--- src/hw/bus_pkg.sv ---
package bus_pkg;

    //////////////////////////////////////////////////
    // Plain widths
    //////////////////////////////////////////////////

    typedef logic [15:0] addr_t;
    typedef logic [7:0]  data_t;

    // External bank address and bank register contents
    typedef logic [4:0]  bank_t;

    // One hand controller, active low buttons
    typedef logic [7:0]  pad_t;

    typedef logic [1:0]  region_t;

    typedef enum logic {
        SPACE_MEM = 1'b0,
        SPACE_IO  = 1'b1
    } access_space_e;

    //////////////////////////////////////////////////
    // Grouped signals
    //////////////////////////////////////////////////

    // Z80 strobes, all active low
    typedef struct packed {
        logic rd_n;
        logic wr_n;
        logic mreq_n;
        logic iorq_n;
    } bus_ctrl_t;

    // One captured bus write
    typedef struct packed {
        addr_t         addr;
        data_t         data;
        access_space_e space;
    } bus_write_t;

    // Register state seen by the bus decoder
    typedef struct packed {
        bank_t   bank0;
        bank_t   bank1;
        bank_t   bank2;
        logic    startup;
        region_t region;
    } sys_state_t;

endpackage

--- src/hw/port_map_pkg.sv ---
package port_map_pkg;

    //////////////////////////////////////////////////
    // Memory mapped system registers
    //////////////////////////////////////////////////

    localparam logic [15:0] ADDR_RAMCTRL = 16'hFFFC;
    localparam logic [15:0] ADDR_BANK0   = 16'hFFFD;
    localparam logic [15:0] ADDR_BANK1   = 16'hFFFE;
    localparam logic [15:0] ADDR_BANK2   = 16'hFFFF;

    // Below this address bank 0 is not applied
    localparam logic [15:0] BANK0_LOW_LIMIT = 16'h0400;

    //////////////////////////////////////////////////
    // IO ports, code is {a[7], a[6], a[0]}
    //////////////////////////////////////////////////

    localparam logic [2:0] IO_CODE_REGION  = 3'b001;
    localparam logic [2:0] IO_CODE_PORT_DC = 3'b110;
    localparam logic [2:0] IO_CODE_PORT_DD = 3'b111;

    // Values after reset
    localparam logic [4:0] BANK0_RESET  = 5'd0;
    localparam logic [4:0] BANK1_RESET  = 5'd1;
    localparam logic [4:0] BANK2_RESET  = 5'd2;
    localparam logic [1:0] REGION_RESET = 2'b11;

    // Bit positions within a hand controller input
    localparam int PAD_DOWN  = 0;
    localparam int PAD_RIGHT = 1;
    localparam int PAD_UP    = 2;
    localparam int PAD_LEFT  = 3;
    localparam int PAD_TL    = 5;
    localparam int PAD_TR    = 6;

    localparam logic [7:0] IDLE_READ_DATA = 8'hFF;

endpackage

--- src/hw/bus_write_capture.sv ---
`timescale 1ns/1ps

module bus_write_capture
    import bus_pkg::*;
(
    input  logic       clk,
    input  logic       reset,

    // Live Z80 bus
    input  addr_t      bus_a,
    input  data_t      bus_d_in,
    input  bus_ctrl_t  bus_ctrl,

    // Towards the write FIFO
    input  logic       full,
    output logic       push,
    output bus_write_t push_rec,

    output logic       write_lost
);

    // wr_n history, bit 0 is the newest sample
    logic [2:0] wr_n_sync;
    logic       write_edge;

    always_ff @(posedge clk or posedge reset) begin
        if (reset) begin
            wr_n_sync <= 3'b111;
        end else begin
            wr_n_sync <= {wr_n_sync[1:0], bus_ctrl.wr_n};
        end
    end

    // Falling edge seen between stages two and three
    assign write_edge = wr_n_sync[2] & ~wr_n_sync[1];

    always_ff @(posedge clk or posedge reset) begin
        if (reset) begin
            push       <= 1'b0;
            write_lost <= 1'b0;
        end else begin
            push <= write_edge & ~full;
            // Sticky until the next reset
            if (write_edge && full) begin
                write_lost <= 1'b1;
            end
        end
    end

    // Address and data are stable by now, so sample them live
    always_ff @(posedge clk) begin
        if (write_edge) begin
            push_rec.addr  <= bus_a;
            push_rec.data  <= bus_d_in;
            push_rec.space <= bus_ctrl.iorq_n ? SPACE_MEM : SPACE_IO;
        end
    end

endmodule

--- src/hw/write_fifo.sv ---
`timescale 1ns/1ps

module write_fifo
    import bus_pkg::*;
#(
    parameter int FIFO_DEPTH = 4
) (
    input  logic          clk,
    input  logic          reset,

    // Write side
    input  logic          push,
    input  bus_write_t    push_rec,
    output logic          full,

    // Wishbone classic master
    output logic          wb_cyc,
    output logic          wb_stb,
    output logic          wb_we,
    output addr_t         wb_adr,
    output data_t         wb_dat,
    output access_space_e wb_io,
    input  logic          wb_ack
);

    localparam int PTR_W = (FIFO_DEPTH > 1) ? $clog2(FIFO_DEPTH) : 1;
    localparam int CNT_W = $clog2(FIFO_DEPTH + 1);

    typedef logic [PTR_W-1:0] ptr_t;
    typedef logic [CNT_W-1:0] count_t;

    bus_write_t mem [FIFO_DEPTH];
    ptr_t       wr_ptr;
    ptr_t       rd_ptr;
    count_t     count;
    logic       wr_en;
    logic       rd_en;
    bus_write_t head;

    assign full  = (count == count_t'(FIFO_DEPTH));
    assign wr_en = push & ~full;
    assign rd_en = wb_cyc & wb_ack;

    // Storage
    always_ff @(posedge clk) begin
        if (wr_en) begin
            mem[wr_ptr] <= push_rec;
        end
    end

    always_ff @(posedge clk or posedge reset) begin
        if (reset) begin
            wr_ptr <= '0;
            rd_ptr <= '0;
            count  <= '0;
        end else begin
            if (wr_en) begin
                wr_ptr <= (wr_ptr == ptr_t'(FIFO_DEPTH - 1)) ? '0 : wr_ptr + 1'b1;
            end
            if (rd_en) begin
                rd_ptr <= (rd_ptr == ptr_t'(FIFO_DEPTH - 1)) ? '0 : rd_ptr + 1'b1;
            end
            if (wr_en && !rd_en) begin
                count <= count + 1'b1;
            end else if (rd_en && !wr_en) begin
                count <= count - 1'b1;
            end
        end
    end

    //////////////////////////////////////////////////
    // Head record on the bus
    //////////////////////////////////////////////////

    assign head   = mem[rd_ptr];
    assign wb_cyc = (count != '0);
    assign wb_stb = wb_cyc;
    assign wb_we  = 1'b1;
    assign wb_adr = head.addr;
    assign wb_dat = head.data;
    assign wb_io  = head.space;

endmodule

--- src/hw/system_regs.sv ---
`timescale 1ns/1ps

module system_regs
    import bus_pkg::*;
    import port_map_pkg::*;
(
    input  logic          clk,
    input  logic          reset,

    // Wishbone classic slave
    input  logic          wb_cyc,
    input  logic          wb_stb,
    input  logic          wb_we,
    input  addr_t         wb_adr,
    input  data_t         wb_dat,
    input  access_space_e wb_io,
    output logic          wb_ack,

    output sys_state_t    sys_state
);

    logic       wr_req;
    logic       mem_wr;
    logic       io_wr;
    logic [2:0] io_code;

    // New request only when no ack is outstanding
    assign wr_req  = wb_cyc & wb_stb & ~wb_ack;
    assign mem_wr  = wr_req & wb_we & (wb_io == SPACE_MEM);
    assign io_wr   = wr_req & wb_we & (wb_io == SPACE_IO);

    // Partial IO decode as on the console
    assign io_code = {wb_adr[7], wb_adr[6], wb_adr[0]};

    //////////////////////////////////////////////////
    // Ack and register updates
    //////////////////////////////////////////////////

    always_ff @(posedge clk or posedge reset) begin
        if (reset) begin
            wb_ack            <= 1'b0;
            sys_state.bank0   <= BANK0_RESET;
            sys_state.bank1   <= BANK1_RESET;
            sys_state.bank2   <= BANK2_RESET;
            sys_state.startup <= 1'b1;
            sys_state.region  <= REGION_RESET;
        end else begin
            // Single cycle ack, write applied on the same edge
            wb_ack <= wr_req;

            if (mem_wr) begin
                case (wb_adr)
                    ADDR_RAMCTRL: sys_state.startup <= 1'b0;
                    ADDR_BANK0:   sys_state.bank0   <= wb_dat[4:0];
                    ADDR_BANK1:   sys_state.bank1   <= wb_dat[4:0];
                    ADDR_BANK2:   sys_state.bank2   <= wb_dat[4:0];
                    default: ;
                endcase
            end

            // Region bits sit in data bits 7 and 5
            if (io_wr && io_code == IO_CODE_REGION) begin
                sys_state.region <= {wb_dat[7], wb_dat[5]};
            end
        end
    end

endmodule

--- src/hw/bus_decode.sv ---
`timescale 1ns/1ps

module bus_decode
    import bus_pkg::*;
    import port_map_pkg::*;
(
    input  logic       clk,
    input  logic       reset,

    input  addr_t      bus_a,
    input  bus_ctrl_t  bus_ctrl,

    // Hand controllers, asynchronous
    input  pad_t       hc1,
    input  pad_t       hc2,

    input  sys_state_t sys_state,

    output bank_t      bus_ba,
    output logic       ram_ce_n,
    output logic       ram_we_n,
    output data_t      rd_data,
    output logic       rd_data_en
);

    pad_t       hc1_meta;
    pad_t       hc1_sync;
    pad_t       hc2_meta;
    pad_t       hc2_sync;
    logic       ram_sel;
    logic [2:0] io_code;
    data_t      port_dc;
    data_t      port_dd;

    //////////////////////////////////////////////////
    // Bank address
    //////////////////////////////////////////////////

    always_comb begin
        bus_ba = '0;
        if (bus_a >= BANK0_LOW_LIMIT) begin
            case (bus_a[15:14])
                2'b00:   bus_ba = sys_state.bank0;
                2'b01:   bus_ba = sys_state.bank1;
                2'b10:   bus_ba = sys_state.bank2;
                default: bus_ba = '0;
            endcase
        end
    end

    // External RAM is only writable during startup
    assign ram_sel  = ~bus_ctrl.mreq_n & bus_ctrl.iorq_n
                    & (bus_ctrl.wr_n | sys_state.startup);
    assign ram_ce_n = ~ram_sel;
    assign ram_we_n = ~(ram_sel & ~bus_ctrl.wr_n & sys_state.startup);

    //////////////////////////////////////////////////
    // Hand controller sync
    //////////////////////////////////////////////////

    // Idle buttons read as ones
    always_ff @(posedge clk or posedge reset) begin
        if (reset) begin
            hc1_meta <= '1;
            hc1_sync <= '1;
            hc2_meta <= '1;
            hc2_sync <= '1;
        end else begin
            hc1_meta <= hc1;
            hc1_sync <= hc1_meta;
            hc2_meta <= hc2;
            hc2_sync <= hc2_meta;
        end
    end

    //////////////////////////////////////////////////
    // Read data
    //////////////////////////////////////////////////

    assign port_dc = {hc2_sync[PAD_DOWN], hc2_sync[PAD_UP],
                      hc1_sync[PAD_TR], hc1_sync[PAD_TL],
                      hc1_sync[PAD_RIGHT], hc1_sync[PAD_LEFT],
                      hc1_sync[PAD_DOWN], hc1_sync[PAD_UP]};

    assign port_dd = {sys_state.region, 2'b11,
                      hc2_sync[PAD_TR], hc2_sync[PAD_TL],
                      hc2_sync[PAD_RIGHT], hc2_sync[PAD_LEFT]};

    assign io_code = {bus_a[7], bus_a[6], bus_a[0]};

    always_comb begin
        case (io_code)
            IO_CODE_PORT_DC: rd_data = port_dc;
            IO_CODE_PORT_DD: rd_data = port_dd;
            default:         rd_data = IDLE_READ_DATA;
        endcase
    end

    assign rd_data_en = ~bus_ctrl.rd_n & ~bus_ctrl.iorq_n;

endmodule

--- src/hw/sms_bus_top.sv ---
`timescale 1ns/1ps

module sms_bus_top
    import bus_pkg::*;
#(
    parameter int FIFO_DEPTH = 4
) (
    input  logic      clk,
    input  logic      reset,

    // Z80 bus
    input  addr_t     bus_a,
    input  data_t     bus_d_in,
    input  bus_ctrl_t bus_ctrl,

    // Hand controllers
    input  pad_t      hc1,
    input  pad_t      hc2,

    output bank_t     bus_ba,
    output logic      ram_ce_n,
    output logic      ram_we_n,
    output data_t     rd_data,
    output logic      rd_data_en,
    output logic      write_lost
);

    // Capture to FIFO
    logic          push;
    bus_write_t    push_rec;
    logic          full;

    // FIFO to register block
    logic          wb_cyc;
    logic          wb_stb;
    logic          wb_we;
    addr_t         wb_adr;
    data_t         wb_dat;
    access_space_e wb_io;
    logic          wb_ack;

    sys_state_t    sys_state;

    //////////////////////////////////////////////////
    // Write path
    //////////////////////////////////////////////////

    bus_write_capture u_capture (
        .clk        (clk),
        .reset      (reset),
        .bus_a      (bus_a),
        .bus_d_in   (bus_d_in),
        .bus_ctrl   (bus_ctrl),
        .full       (full),
        .push       (push),
        .push_rec   (push_rec),
        .write_lost (write_lost)
    );

    write_fifo #(
        .FIFO_DEPTH (FIFO_DEPTH)
    ) u_fifo (
        .clk      (clk),
        .reset    (reset),
        .push     (push),
        .push_rec (push_rec),
        .full     (full),
        .wb_cyc   (wb_cyc),
        .wb_stb   (wb_stb),
        .wb_we    (wb_we),
        .wb_adr   (wb_adr),
        .wb_dat   (wb_dat),
        .wb_io    (wb_io),
        .wb_ack   (wb_ack)
    );

    system_regs u_regs (
        .clk       (clk),
        .reset     (reset),
        .wb_cyc    (wb_cyc),
        .wb_stb    (wb_stb),
        .wb_we     (wb_we),
        .wb_adr    (wb_adr),
        .wb_dat    (wb_dat),
        .wb_io     (wb_io),
        .wb_ack    (wb_ack),
        .sys_state (sys_state)
    );

    // Banking, RAM enables and readback
    bus_decode u_decode (
        .clk        (clk),
        .reset      (reset),
        .bus_a      (bus_a),
        .bus_ctrl   (bus_ctrl),
        .hc1        (hc1),
        .hc2        (hc2),
        .sys_state  (sys_state),
        .bus_ba     (bus_ba),
        .ram_ce_n   (ram_ce_n),
        .ram_we_n   (ram_we_n),
        .rd_data    (rd_data),
        .rd_data_en (rd_data_en)
    );

endmodule

--- config.mk ---
export PLATFORM = sky130hd
export DESIGN_NAME = sms_bus_top
export DESIGN_NICKNAME = d
export VERILOG_FILES = /design/src/hw/bus_pkg.sv /design/src/hw/port_map_pkg.sv /design/src/hw/bus_write_capture.sv /design/src/hw/write_fifo.sv /design/src/hw/system_regs.sv /design/src/hw/bus_decode.sv /design/src/hw/sms_bus_top.sv
export SDC_FILE = /design/constraint.sdc
export NUM_CORES = 1
export LEC_CHECK = 0
export CORE_MARGIN = 5
export CORE_UTILIZATION = 25
export CTS_BUF_LIST = sky130_fd_sc_hd__clkbuf_4
export CTS_CLUSTER_SIZE = 16
export DETAILED_ROUTE_END_ITERATION = 10
export DONT_BUFFER_PORTS = 1
export GPL_ROUTABILITY_DRIVEN = 1
export SYNTH_ARGS = -nofsm -noshare
export SYNTH_HDL_FRONTEND = slang
export SYNTH_HIERARCHICAL = 1
export SYNTH_SLANG_ARGS = --single-unit
--- constraint.sdc ---
create_clock -name clk -period 2.85 [get_ports clk]
set_clock_uncertainty 0.1 [all_clocks]
set_input_delay 0.285 -clock clk [delete_from_list [all_inputs] [get_ports clk]]
set_output_delay 0.285 -clock clk [all_outputs]
set_load 0.01 [all_outputs]
# Word level (Yosys, flattened, before mapping)
# Memory sizes are Yosys's and may differ from the RTL's.
# Index checks and enable logic that the tools add are counted.
# W data, S select, Z words.
# totals
regBits,84
ramBits,100
input_bits,46
output_inout_bits,17
word_cells,83
n_memories,1
# classes
add_sub_neg,4
order_cmp,1
n_eq_ne,12
n_mux,10
n_bitwise,23
reduce_logical,13
# mem_list
name,depth,word_bits,read_ports,rd_ports_with_merged_regs,wr,line_no,source
u_fifo.mem,4,25,1,0,1,write_fifo.sv:32,bus_write_t mem [FIFO_DEPTH];
# ops
cell,count
$eq A16 B16 Y1 const B,4
$ge A16 B11 Y1 const B,1
$pmux W8 S2,1
$pmux W5 S3,1
$and A1 B1 Y1,12
$not A1 Y1,10
$eq A3 B3 Y1 const B,3
$reduce_and A2 Y1,4
$eq A2 B2 Y1 const B,3
$mux W3,2
$mux W5,1
$add A2 B1 Y2 const B,2
$logic_and A1 B1 Y1,4
$mux W2,2
$add A3 B1 Y3 const B,1
$eq A3 B1 Y1 const B,1
$mux W1,3
$reduce_bool A3 Y1,1
$sub A3 B1 Y3 const B,1
$eq A2 B1 Y1 const B,1
$logic_not A1 Y1,2
$logic_not A2 Y1,1
$reduce_bool A2 Y1,1
$or A1 B1 Y1,1

# Logic depth before layout (Yosys ltp)
# Gate-level depths: netlist of the first run.
# logic_depth
ltp_word,7
mapped_depth,9
ltp_nobuf,8

# Cells and area by module
# Netlist of the first run, hierarchy kept.
# by_module_without_submodules
module,instances,cells_each,area_per_inst_um2,seq_area_each_um2
write_fifo,1,172,4136.5,3178.0
bus_decode,1,72,942.2,630.6
bus_write_capture,1,35,922.1,879.6
system_regs,1,53,818.3,481.7

# Least setup slack after synthesis of the first run
# No wires, ideal clock.
# synth_timing
kind,register -> register
startpoint,reg u_fifo.rd_ptr[0]
endpoint,reg u_regs/sys_state[13] (netlist name)
setup_ps,125
arrival_time_ps,2637
required_time_ps,2625
setup_slack_ps,-12
stages_incl_launch_ff,9
n_path_buf,3
synth_period_minus_slack_ps,2862
cell_sequence,dfrtp_1 buf_6 buf_12 mux4_2 nand4b_1 or4_4 or4b_4 buf_6 mux2_4
# synth_between
elab_chain_cells,4
elab_cells_between_ends,5
classes_between,1 x eq/ne; 2 x bitwise; 1 x reduce/logical; 1 x memory
# synth_rtl
item,line_no,source
"start, declared",write_fifo.sv:34,ptr_t rd_ptr;
"start signal, assigned",write_fifo.sv:61,rd_ptr <= (rd_ptr == ptr_t'(FIFO_DEPTH - 1)) ? '0 : rd_ptr + 1'b1;
$mem_v2 Z4 W25,n/a,
named net wb_io,sms_bus_top.sv:39,access_space_e wb_io;
$not A1 Y1,system_regs.sv:29,assign mem_wr = wr_req & wb_we & (wb_io == SPACE_MEM);
$and A1 B1 Y1,system_regs.sv:29,
$reduce_and A2 Y1 (no source line),n/a,
# The timed path passes the listed nets, and every way through them passes these cells.
# A chain may end at the register's enable or synchronous reset.

# Worst setup path in the final report of the first run
# layout_timing
startpoint,reg u_fifo.rd_ptr[0]
endpoint,reg u_regs/sys_state[13] (netlist name)
# layout_between
elab_cells_between_ends,5
classes_between,1 x eq/ne; 2 x bitwise; 1 x reduce/logical; 1 x memory
# layout_rtl
item,line_no,source
$mem_v2 Z4 W25,n/a,
named net wb_adr[2],sms_bus_top.sv:37,addr_t wb_adr;
$eq A16 B16 Y1,system_regs.sv:52,case (wb_adr)
$reduce_and A2 Y1 (no source line),n/a,
# The timed path passes the listed nets, and every way through them passes these cells.

==> impl_metrics.sql, run 1 <==
INSERT INTO impl_metrics (metric_group, metric, value, unit) VALUES
('route', 'number_of_vias_per_cell_after_detailed_routing', '4.11', ''),
('synth', 'syn_area_per_cell', '20.4', 'µm²'),
('critical_path', 'critical_register_to_register_path_startpoint', 'u_fifo/rd_ptr[0]', ''),
('critical_path', 'cp_slowest_stage_delay', '0.58', 'ns'),
('die', 'top_level_pins', '63', ''),
('pwr', 'power.combinational.fraction', '20.9', '%'),
('route', 'drt_pass1_iterations', '4', ''),
('route', 'drtIter0Drc', '128', ''),
('final_layout', 'utilization', '29.7', '%'),
('synth', 'post_synth_inst_count', '326', ''),
('pwr', 'leakage', '0.00275', 'µW'),
('final_layout', 'fin_cells', '730', ''),
('pwr', 'net-switching-power', '1530', 'µW'),
('global_routing', 'grt_start_max_net_pins', '27', ''),
('critical_path', 'critical_path.cell_chain', 'buf_12 -> mux4_2 -> nand4_1 -> or4_4 -> or4b_4 -> mux2_4', ''),
('critical_path', 'crit_path_start_kind', 'flop', ''),
('die', 'die_w', '173', 'µm'),
('final_layout', 'net_total_in_the_final_layout', '435', ''),
('critical_path', 'crit_required', '3.16', 'ns'),
('pwr', 'peak_supply_drop', '0.415', 'mV'),
('final_layout', 'multi_input_area', '0.00146', 'mm²'),
('global_routing', 'number_of_antenna_violations_at_the_first_check_in_global_routing', '0', ''),
('critical_path', 'cp.arrival', '3.09', 'ns'),
('route', 'drc', '0', ''),
('clock_network', 'ctsHtreeMaxLevel', '4', ''),
('pwr', 'powerDensity', '773', 'mW/mm²'),
('placed_design', 'portBuffers', '0', ''),
('pwr', 'power.share.switching', '25.5', '%'),
('clock_network', 'cts_tree', 'done', ''),
('flow_run', 'drv_cap', '0', ''),
('route', 'vias', '3001', ''),
('final_layout', 'filler_cell_count', '2596', ''),
('critical_path', 'endpoint_kind', 'flop', ''),
('critical_path', 'worst-path-max-fanout', '13', ''),
('placed_design', 'hpwl', '7870', 'µm'),
('clock_network', 'master_cell_of_the_clock_root_buffer', 'sky130_fd_sc_hd__clkbuf_4', ''),
('die', 'core.rowCount', '59', ''),
('sta', 'timing.fmax', '0.360', 'GHz'),
('critical_path', 'critPathKind', 'flop to flop', ''),
('pwr', 'fin_total_pwr', '6000', 'µW'),
('sta', 'final_max_slew_viols', '0', ''),
('synth', 'synth.yosys.warnings', '6', ''),
('clock_network', 'clkLatencyLatePin', '0.53', 'ns'),
('sta', 'setup_viol', '0', ''),
('global_routing', 'globalRouteOverflowTotal', '0', ''),
('outcome', 'status', 'finished clean', ''),
('final_layout', 'area_delta_synth_final', '16.8', '%'),
('route', 'drt_wl_total', '12100', 'µm'),
('route', 'route.antenna.remaining_nets', '0', ''),
('pwr', 'clock_power_share', '26.5', '%'),
('pwr', 'intPower', '4470', 'µW'),
('critical_path', 'critPathLaunch', 'u_fifo/rd_ptr[0]', ''),
('global_routing', 'global_route.usage.total', '8.31', '%'),
('sta', 'timing_worst_slew_pin_value', '0.799', 'ns'),
('die', 'initial_utilization', '25.4', '%'),
('synth', 'synthesis.area', '0.00665', 'mm²'),
('die', 'dieArea', '0.0299', 'mm²'),
('final_layout', 'insertedDiodeCount', '0', ''),
('clock_network', 'clock_transition_at_path_regs', '0.13', 'ns'),
('die', 'die_h', '173', 'µm'),
('synth', 'synth_fp_nets', '379', ''),
('final_layout', 'drive_above_1_share', '32.7', '%'),
('placed_design', 'routabilityCongestion', '0.725', ''),
('global_routing', 'grt_first_pass_wirelength', '19000', 'µm'),
('sta', 'finalCritPeriodShare', '97.4', '%'),
('critical_path', 'critical-path-slowest-cell', 'sky130_fd_sc_hd__or4b_4', ''),
('die', 'fp.coreArea', '0.0261', 'mm²'),
('min_path', 'hp-class', 'input pin to asynchronous set/reset pin', ''),
('sta', 'final-hold-violation-count', '0', ''),
('clock_network', 'max_root_sink_buffers', '2', ''),
('clock_network', 'numCtsBuffers', '17', ''),
('sta', 'period_minus_slack', '2.78', 'ns'),
('clock_network', 'tritoncts_num_sinks', '175', ''),
('placed_design', 'numPlacedInstances', '660', ''),
('pwr', 'power_frac_seq', '52.6', '%'),
('global_routing', 'grt_pass1_vias', '3375', ''),
('route', 'average_wire_length_per_cell_after_detail_routing', '16.6', 'µm'),
('sta', 'grt_setup_unrepaired', 'true', ''),
('final_layout', 'sequential_area', '0.00502', 'mm²'),
('sta', 'slew_headroom', '46.7', '%');
[placed cells by master, fill, tap and decap left out, types with 6 or more instances in the layout]
master,instances
sky130_fd_sc_hd__edfxtp_1,120
sky130_fd_sc_hd__dlygate4sd3_1,38
sky130_fd_sc_hd__dfstp_2,32
sky130_fd_sc_hd__dfrtp_1,22
sky130_fd_sc_hd__clkbuf_4,20
sky130_fd_sc_hd__mux4_2,18
sky130_fd_sc_hd__mux2_2,15
sky130_fd_sc_hd__nand2_1,13
sky130_fd_sc_hd__buf_4,12
sky130_fd_sc_hd__mux2i_1,11
sky130_fd_sc_hd__inv_1,9
sky130_fd_sc_hd__mux2_4,7
sky130_fd_sc_hd__mux4_1,6
sky130_fd_sc_hd__ha_1,6
[layer usage]
| layer | track usage [%] | vias up | wire (µm) | share of wire (%) |
|---|---|---|---|---|
| met5 | 0 | - | 0 | 0 |
| met4 | 2.83 | 0 | 193 | 1.6 |
| met3 | 2.49 | 11 | 488 | 4.0 |
| met2 | 14.6 | 63 | 6390 | 53 |
| met1 | 9.74 | 1565 | 5070 | 42 |
| li1 | - | 1362 | - | - |
[power groups by stage]
stage | Clock [µW] | Combinational (µW) | Sequential [µW]
3_3_place_gp | 0 | 1180 | 3200
6_report | 1590 | 1250 | 3160
2_1_floorplan | 0 | 988 | 3160
3_5_place_dp | 0 | 1230 | 3220
5_1_grt | 1760 | 1370 | 3190
4_1_cts | 1660 | 1280 | 3160
[worst max-delay path: cells and delay by family (launching register included)]
kind	cells	cell delay [ns]
DFF	1	0.46
buffers and inverters	1	0.17
muxes	2	0.66
and+or+nand+nor	3	1.27
[registers in the layout, indices dropped and copies added (netlist names), 2 cells and up]
register and flops:
u_capture/push_rec 24, u_capture/wr_n_sync 3, u_decode/hc1_meta 6, u_decode/hc1_sync 6, u_decode/hc2_meta 6, u_decode/hc2_sync 6
u_fifo/count 3, u_fifo/mem 96, u_fifo/rd_ptr 2, u_fifo/wr_ptr 2, u_regs/sys_state 18
[per-stage QoR]
| stage | hold WS (ns) | TNS [ns] | cell area [µm²] | setup WS [ns] |
|---|---|---|---|---|
| final | 0.0647 | 0 | 7770 | 0.0737 |
| after floorplan | -0.0387 | -0.0599 | 6650 | -0.0120 |
| after global placement | -0.0280 | 0 | 7050 | 0.0816 |
| after global routing | 0.0107 | -0.0278 | 7770 | -0.00775 |
| after CTS | 0.00805 | 0 | 7770 | 0.0215 |
| after detailed placement | -0.0208 | 0 | 7050 | 0.0518 |
[repair_timing]
action | 4_1_cts | 5_1_grt
endpoints found under the setup margin | 0 | 10
hold buffers | 38 | 0
endpoints found under the hold margin | 66 | 0
resized for setup | 0 | 2
setup buffers | 0 | 0
[final timing paths]
check	to	slack, ns	cells after the start
setup reg to reg	u_regs/sys_state[13]	0.07	6
max in group asynchronous	u_regs/sys_state[14]	1.89	2
hold reg to reg	u_decode/hc2_sync[0]	0.26	0
min in group clk	u_decode/hc2_meta[2]	0.19	1
hold / removal	u_capture/write_lost	0.06	2
setup / recovery	u_regs/sys_state[13]	0.07	6
[layout make-up]
cell class	count	area share, %
sequential	175	64.7
timing repair buffer	51	6.32
clock inverter	12	2.45
multi-input combinational	128	18.8
inverter	9	0.435
clock buffer	20	1.93
tap	335	5.40
No activity file was read; power rests on OpenSTA's default activity.
==> run 2, diff against run 1 <==
CORE_MARGIN = 2   (was 5)
CTS_CLUSTER_DIAMETER = 150   (was unset)
PLACE_DENSITY = 0.51   (was unset)
==> impl_metrics.sql, run 2 (synthesized netlist as in run 1, its figures left out) <==
INSERT INTO impl_metrics (metric_group, metric, value, unit) VALUES
('pwr', 'leakage', '0.00274', 'µW'),
('final_layout', 'top_register', 'u_fifo/mem', ''),
('route', 'drt_wl_total', '11800', 'µm'),
('critical_path', 'crit_path_start_kind', 'flop', ''),
('placed_design', 'portBuffers', '0', ''),
('final_layout', 'utilization', '29.8', '%'),
('final_layout', 'fin_cells', '732', ''),
('pwr', 'fin_total_pwr', '5830', 'µW'),
('global_routing', 'global_route.usage.total', '8.93', '%'),
('pwr', 'clock_power_share', '23.8', '%'),
('critical_path', 'endpoint_kind', 'flop', ''),
('pwr', 'power.share.switching', '27.4', '%'),
('sta', 'finalCritPeriodShare', '97.6', '%'),
('sta', 'period_minus_slack', '2.78', 'ns'),
('clock_network', 'max_root_sink_buffers', '2', ''),
('sta', 'timing_worst_slew_pin_value', '0.804', 'ns'),
('route', 'vias', '3002', ''),
('route', 'drc', '0', ''),
('clock_network', 'clock_transition_at_path_regs', '0.14', 'ns'),
('clock_network', 'tritoncts_num_sinks', '175', ''),
('critical_path', 'critPathKind', 'flop to flop', ''),
('die', 'die_h', '167', 'µm'),
('pwr', 'net-switching-power', '1600', 'µW'),
('clock_network', 'ctsHtreeMaxLevel', '4', ''),
('die', 'core.rowCount', '59', ''),
('route', 'drtIter0Drc', '145', ''),
('clock_network', 'clkLatencyLatePin', '0.55', 'ns'),
('pwr', 'intPower', '4230', 'µW'),
('final_layout', 'area_delta_synth_final', '16.9', '%'),
('die', 'top_level_pins', '63', ''),
('global_routing', 'globalRouteOverflowTotal', '0', ''),
('sta', 'finalHoldWorstSlack', '0.0562', 'ns'),
('sta', 'setup_tns', '0', 'ns'),
('sta', 'slew_headroom', '46.3', '%'),
('critical_path', 'ff2ff_path_depth', '6', ''),
('route', 'number_of_vias_per_cell_after_detailed_routing', '4.10', ''),
('sta', 'timing.fmax', '0.360', 'GHz'),
('placed_design', 'hpwl', '7720', 'µm'),
('pwr', 'powerDensity', '750', 'mW/mm²'),
('clock_network', 'master_cell_of_the_clock_root_buffer', 'sky130_fd_sc_hd__clkbuf_4', ''),
('route', 'drt_pass1_iterations', '4', ''),
('final_layout', 'insertedDiodeCount', '0', ''),
('final_layout', 'most-common-layout-cells', '120 x sky130_fd_sc_hd__edfxtp_1, 39 x sky130_fd_sc_hd__dlygate4sd3_1, 32 x sky130_fd_sc_hd__dfstp_2, 22 x sky130_fd_sc_hd__dfrtp_1, 18 x sky130_fd_sc_hd__mux4_2', ''),
('global_routing', 'number_of_antenna_violations_at_the_first_check_in_global_routing', '0', ''),
('sta', 'setup_viol', '0', ''),
('die', 'die_w', '167', 'µm'),
('clock_network', 'cts_tree', 'done', ''),
('flow_run', 'drv_cap', '0', ''),
('sta', 'grt_setup_unrepaired', 'true', ''),
('global_routing', 'grt_pass1_vias', '3375', ''),
('die', 'initial_utilization', '25.5', '%'),
('final_layout', 'final_common_cell', 'sky130_fd_sc_hd__edfxtp_1', ''),
('global_routing', 'grt_first_pass_wirelength', '18700', 'µm'),
('placed_design', 'numPlacedInstances', '659', ''),
('final_layout', 'net_total_in_the_final_layout', '437', ''),
('placed_design', 'routabilityCongestion', '0.689', ''),
('pwr', 'peak_supply_drop', '0.375', 'mV'),
('pwr', 'power_frac_seq', '54.2', '%'),
('final_layout', 'largest_register_ff_count', '96', ''),
('min_path', 'hp-class', 'input pin to asynchronous set/reset pin', ''),
('critical_path', 'crit_required', '3.21', 'ns'),
('pwr', 'power.combinational.fraction', '22.0', '%'),
('clock_network', 'numCtsBuffers', '17', ''),
('outcome', 'status', 'finished clean', ''),
('route', 'average_wire_length_per_cell_after_detail_routing', '16.1', 'µm'),
('die', 'dieArea', '0.0279', 'mm²'),
('sta', 'final-hold-violation-count', '0', ''),
('final_layout', 'drive_above_1_share', '33.0', '%'),
('route', 'route.antenna.remaining_nets', '0', ''),
('sta', 'final_max_slew_viols', '0', ''),
('die', 'fp.coreArea', '0.0261', 'mm²'),
('critical_path', 'worst-path-max-fanout', '15', ''),
('global_routing', 'grt_start_max_net_pins', '25', ''),
('critical_path', 'cp.arrival', '3.14', 'ns'),
('final_layout', 'reg_top3', 'u_fifo/mem: 96 flops, u_capture/push_rec: 24 flops, u_regs/sys_state: 18 flops', '');
## run 2: worst paths after layout
path | to | slack [ns] | from
worst max-delay path | u_regs/sys_state[15] | 0.07 | u_fifo/rd_ptr[0]
worst min-delay path | u_decode/hc1_sync[5] | 0.06 | reset
worst max register to register | u_regs/sys_state[15] | 0.07 | u_fifo/rd_ptr[0]
worst min register to register | u_decode/hc1_sync[3] | 0.26 | u_decode/hc1_meta[3]
max in group asynchronous | u_regs/sys_state[5] | 1.89 | reset
min in group clk | u_decode/hc1_meta[2] | 0.15 | hc1[2]
## run 2: critical path: stages, from the launching register on
cell                      delay (ns)
sky130_fd_sc_hd__dfrtp_2        0.46
sky130_fd_sc_hd__buf_12         0.17
sky130_fd_sc_hd__mux4_2         0.34
sky130_fd_sc_hd__nand3_1        0.11
sky130_fd_sc_hd__or4_4          0.59
sky130_fd_sc_hd__or4b_4         0.58
sky130_fd_sc_hd__mux2_4         0.33
## run 2: power groups by stage
stage	Clock, µW	Sequential, µW	Combinational, µW
after floorplan	0	3160	988
after global placement	0	3200	1220
after detailed placement	0	3220	1250
after CTS	1440	3160	1300
after global routing	1550	3190	1420
final	1390	3160	1280
## run 2: per-layer routing
metal  track usage, %  vias up  part of all wire (%)
li1                 -     1371                     -
met1             10.7     1546                    43
met2             15.1       68                    50
met3             2.52       17                   4.9
met4             3.82        0                   1.8
met5                0        -                     0
## run 2: repair_timing
| item | 4_1_cts | 5_1_grt |
|---|---|---|
| hold buffers | 39 | 0 |
| gates resized for setup | 0 | 3 |
| endpoints found under the hold margin | 63 | 0 |
| buffers inserted | 0 | 2 |
| endpoints found under the setup margin | 0 | 10 |
## run 2: cell type report
cell class / instances / area, µm²
flip-flops and latches: 175 / 5020
fillers: 2527 / 18300
inverters: 9 / 33.8
well taps: 335 / 419
clock buffers: 17 / 128
repair buffers: 53 / 546
clock inverters: 15 / 159
multi-input cells: 128 / 1470
## run 2: per-stage QoR
step                area (µm²)  worst slack (ns)
CTS                       7750          0.000781
global placement          7080            0.0645
finish                    7770            0.0687
detailed placement        7080            0.0148
floorplan                 6650           -0.0120
global route              7770          -0.00607
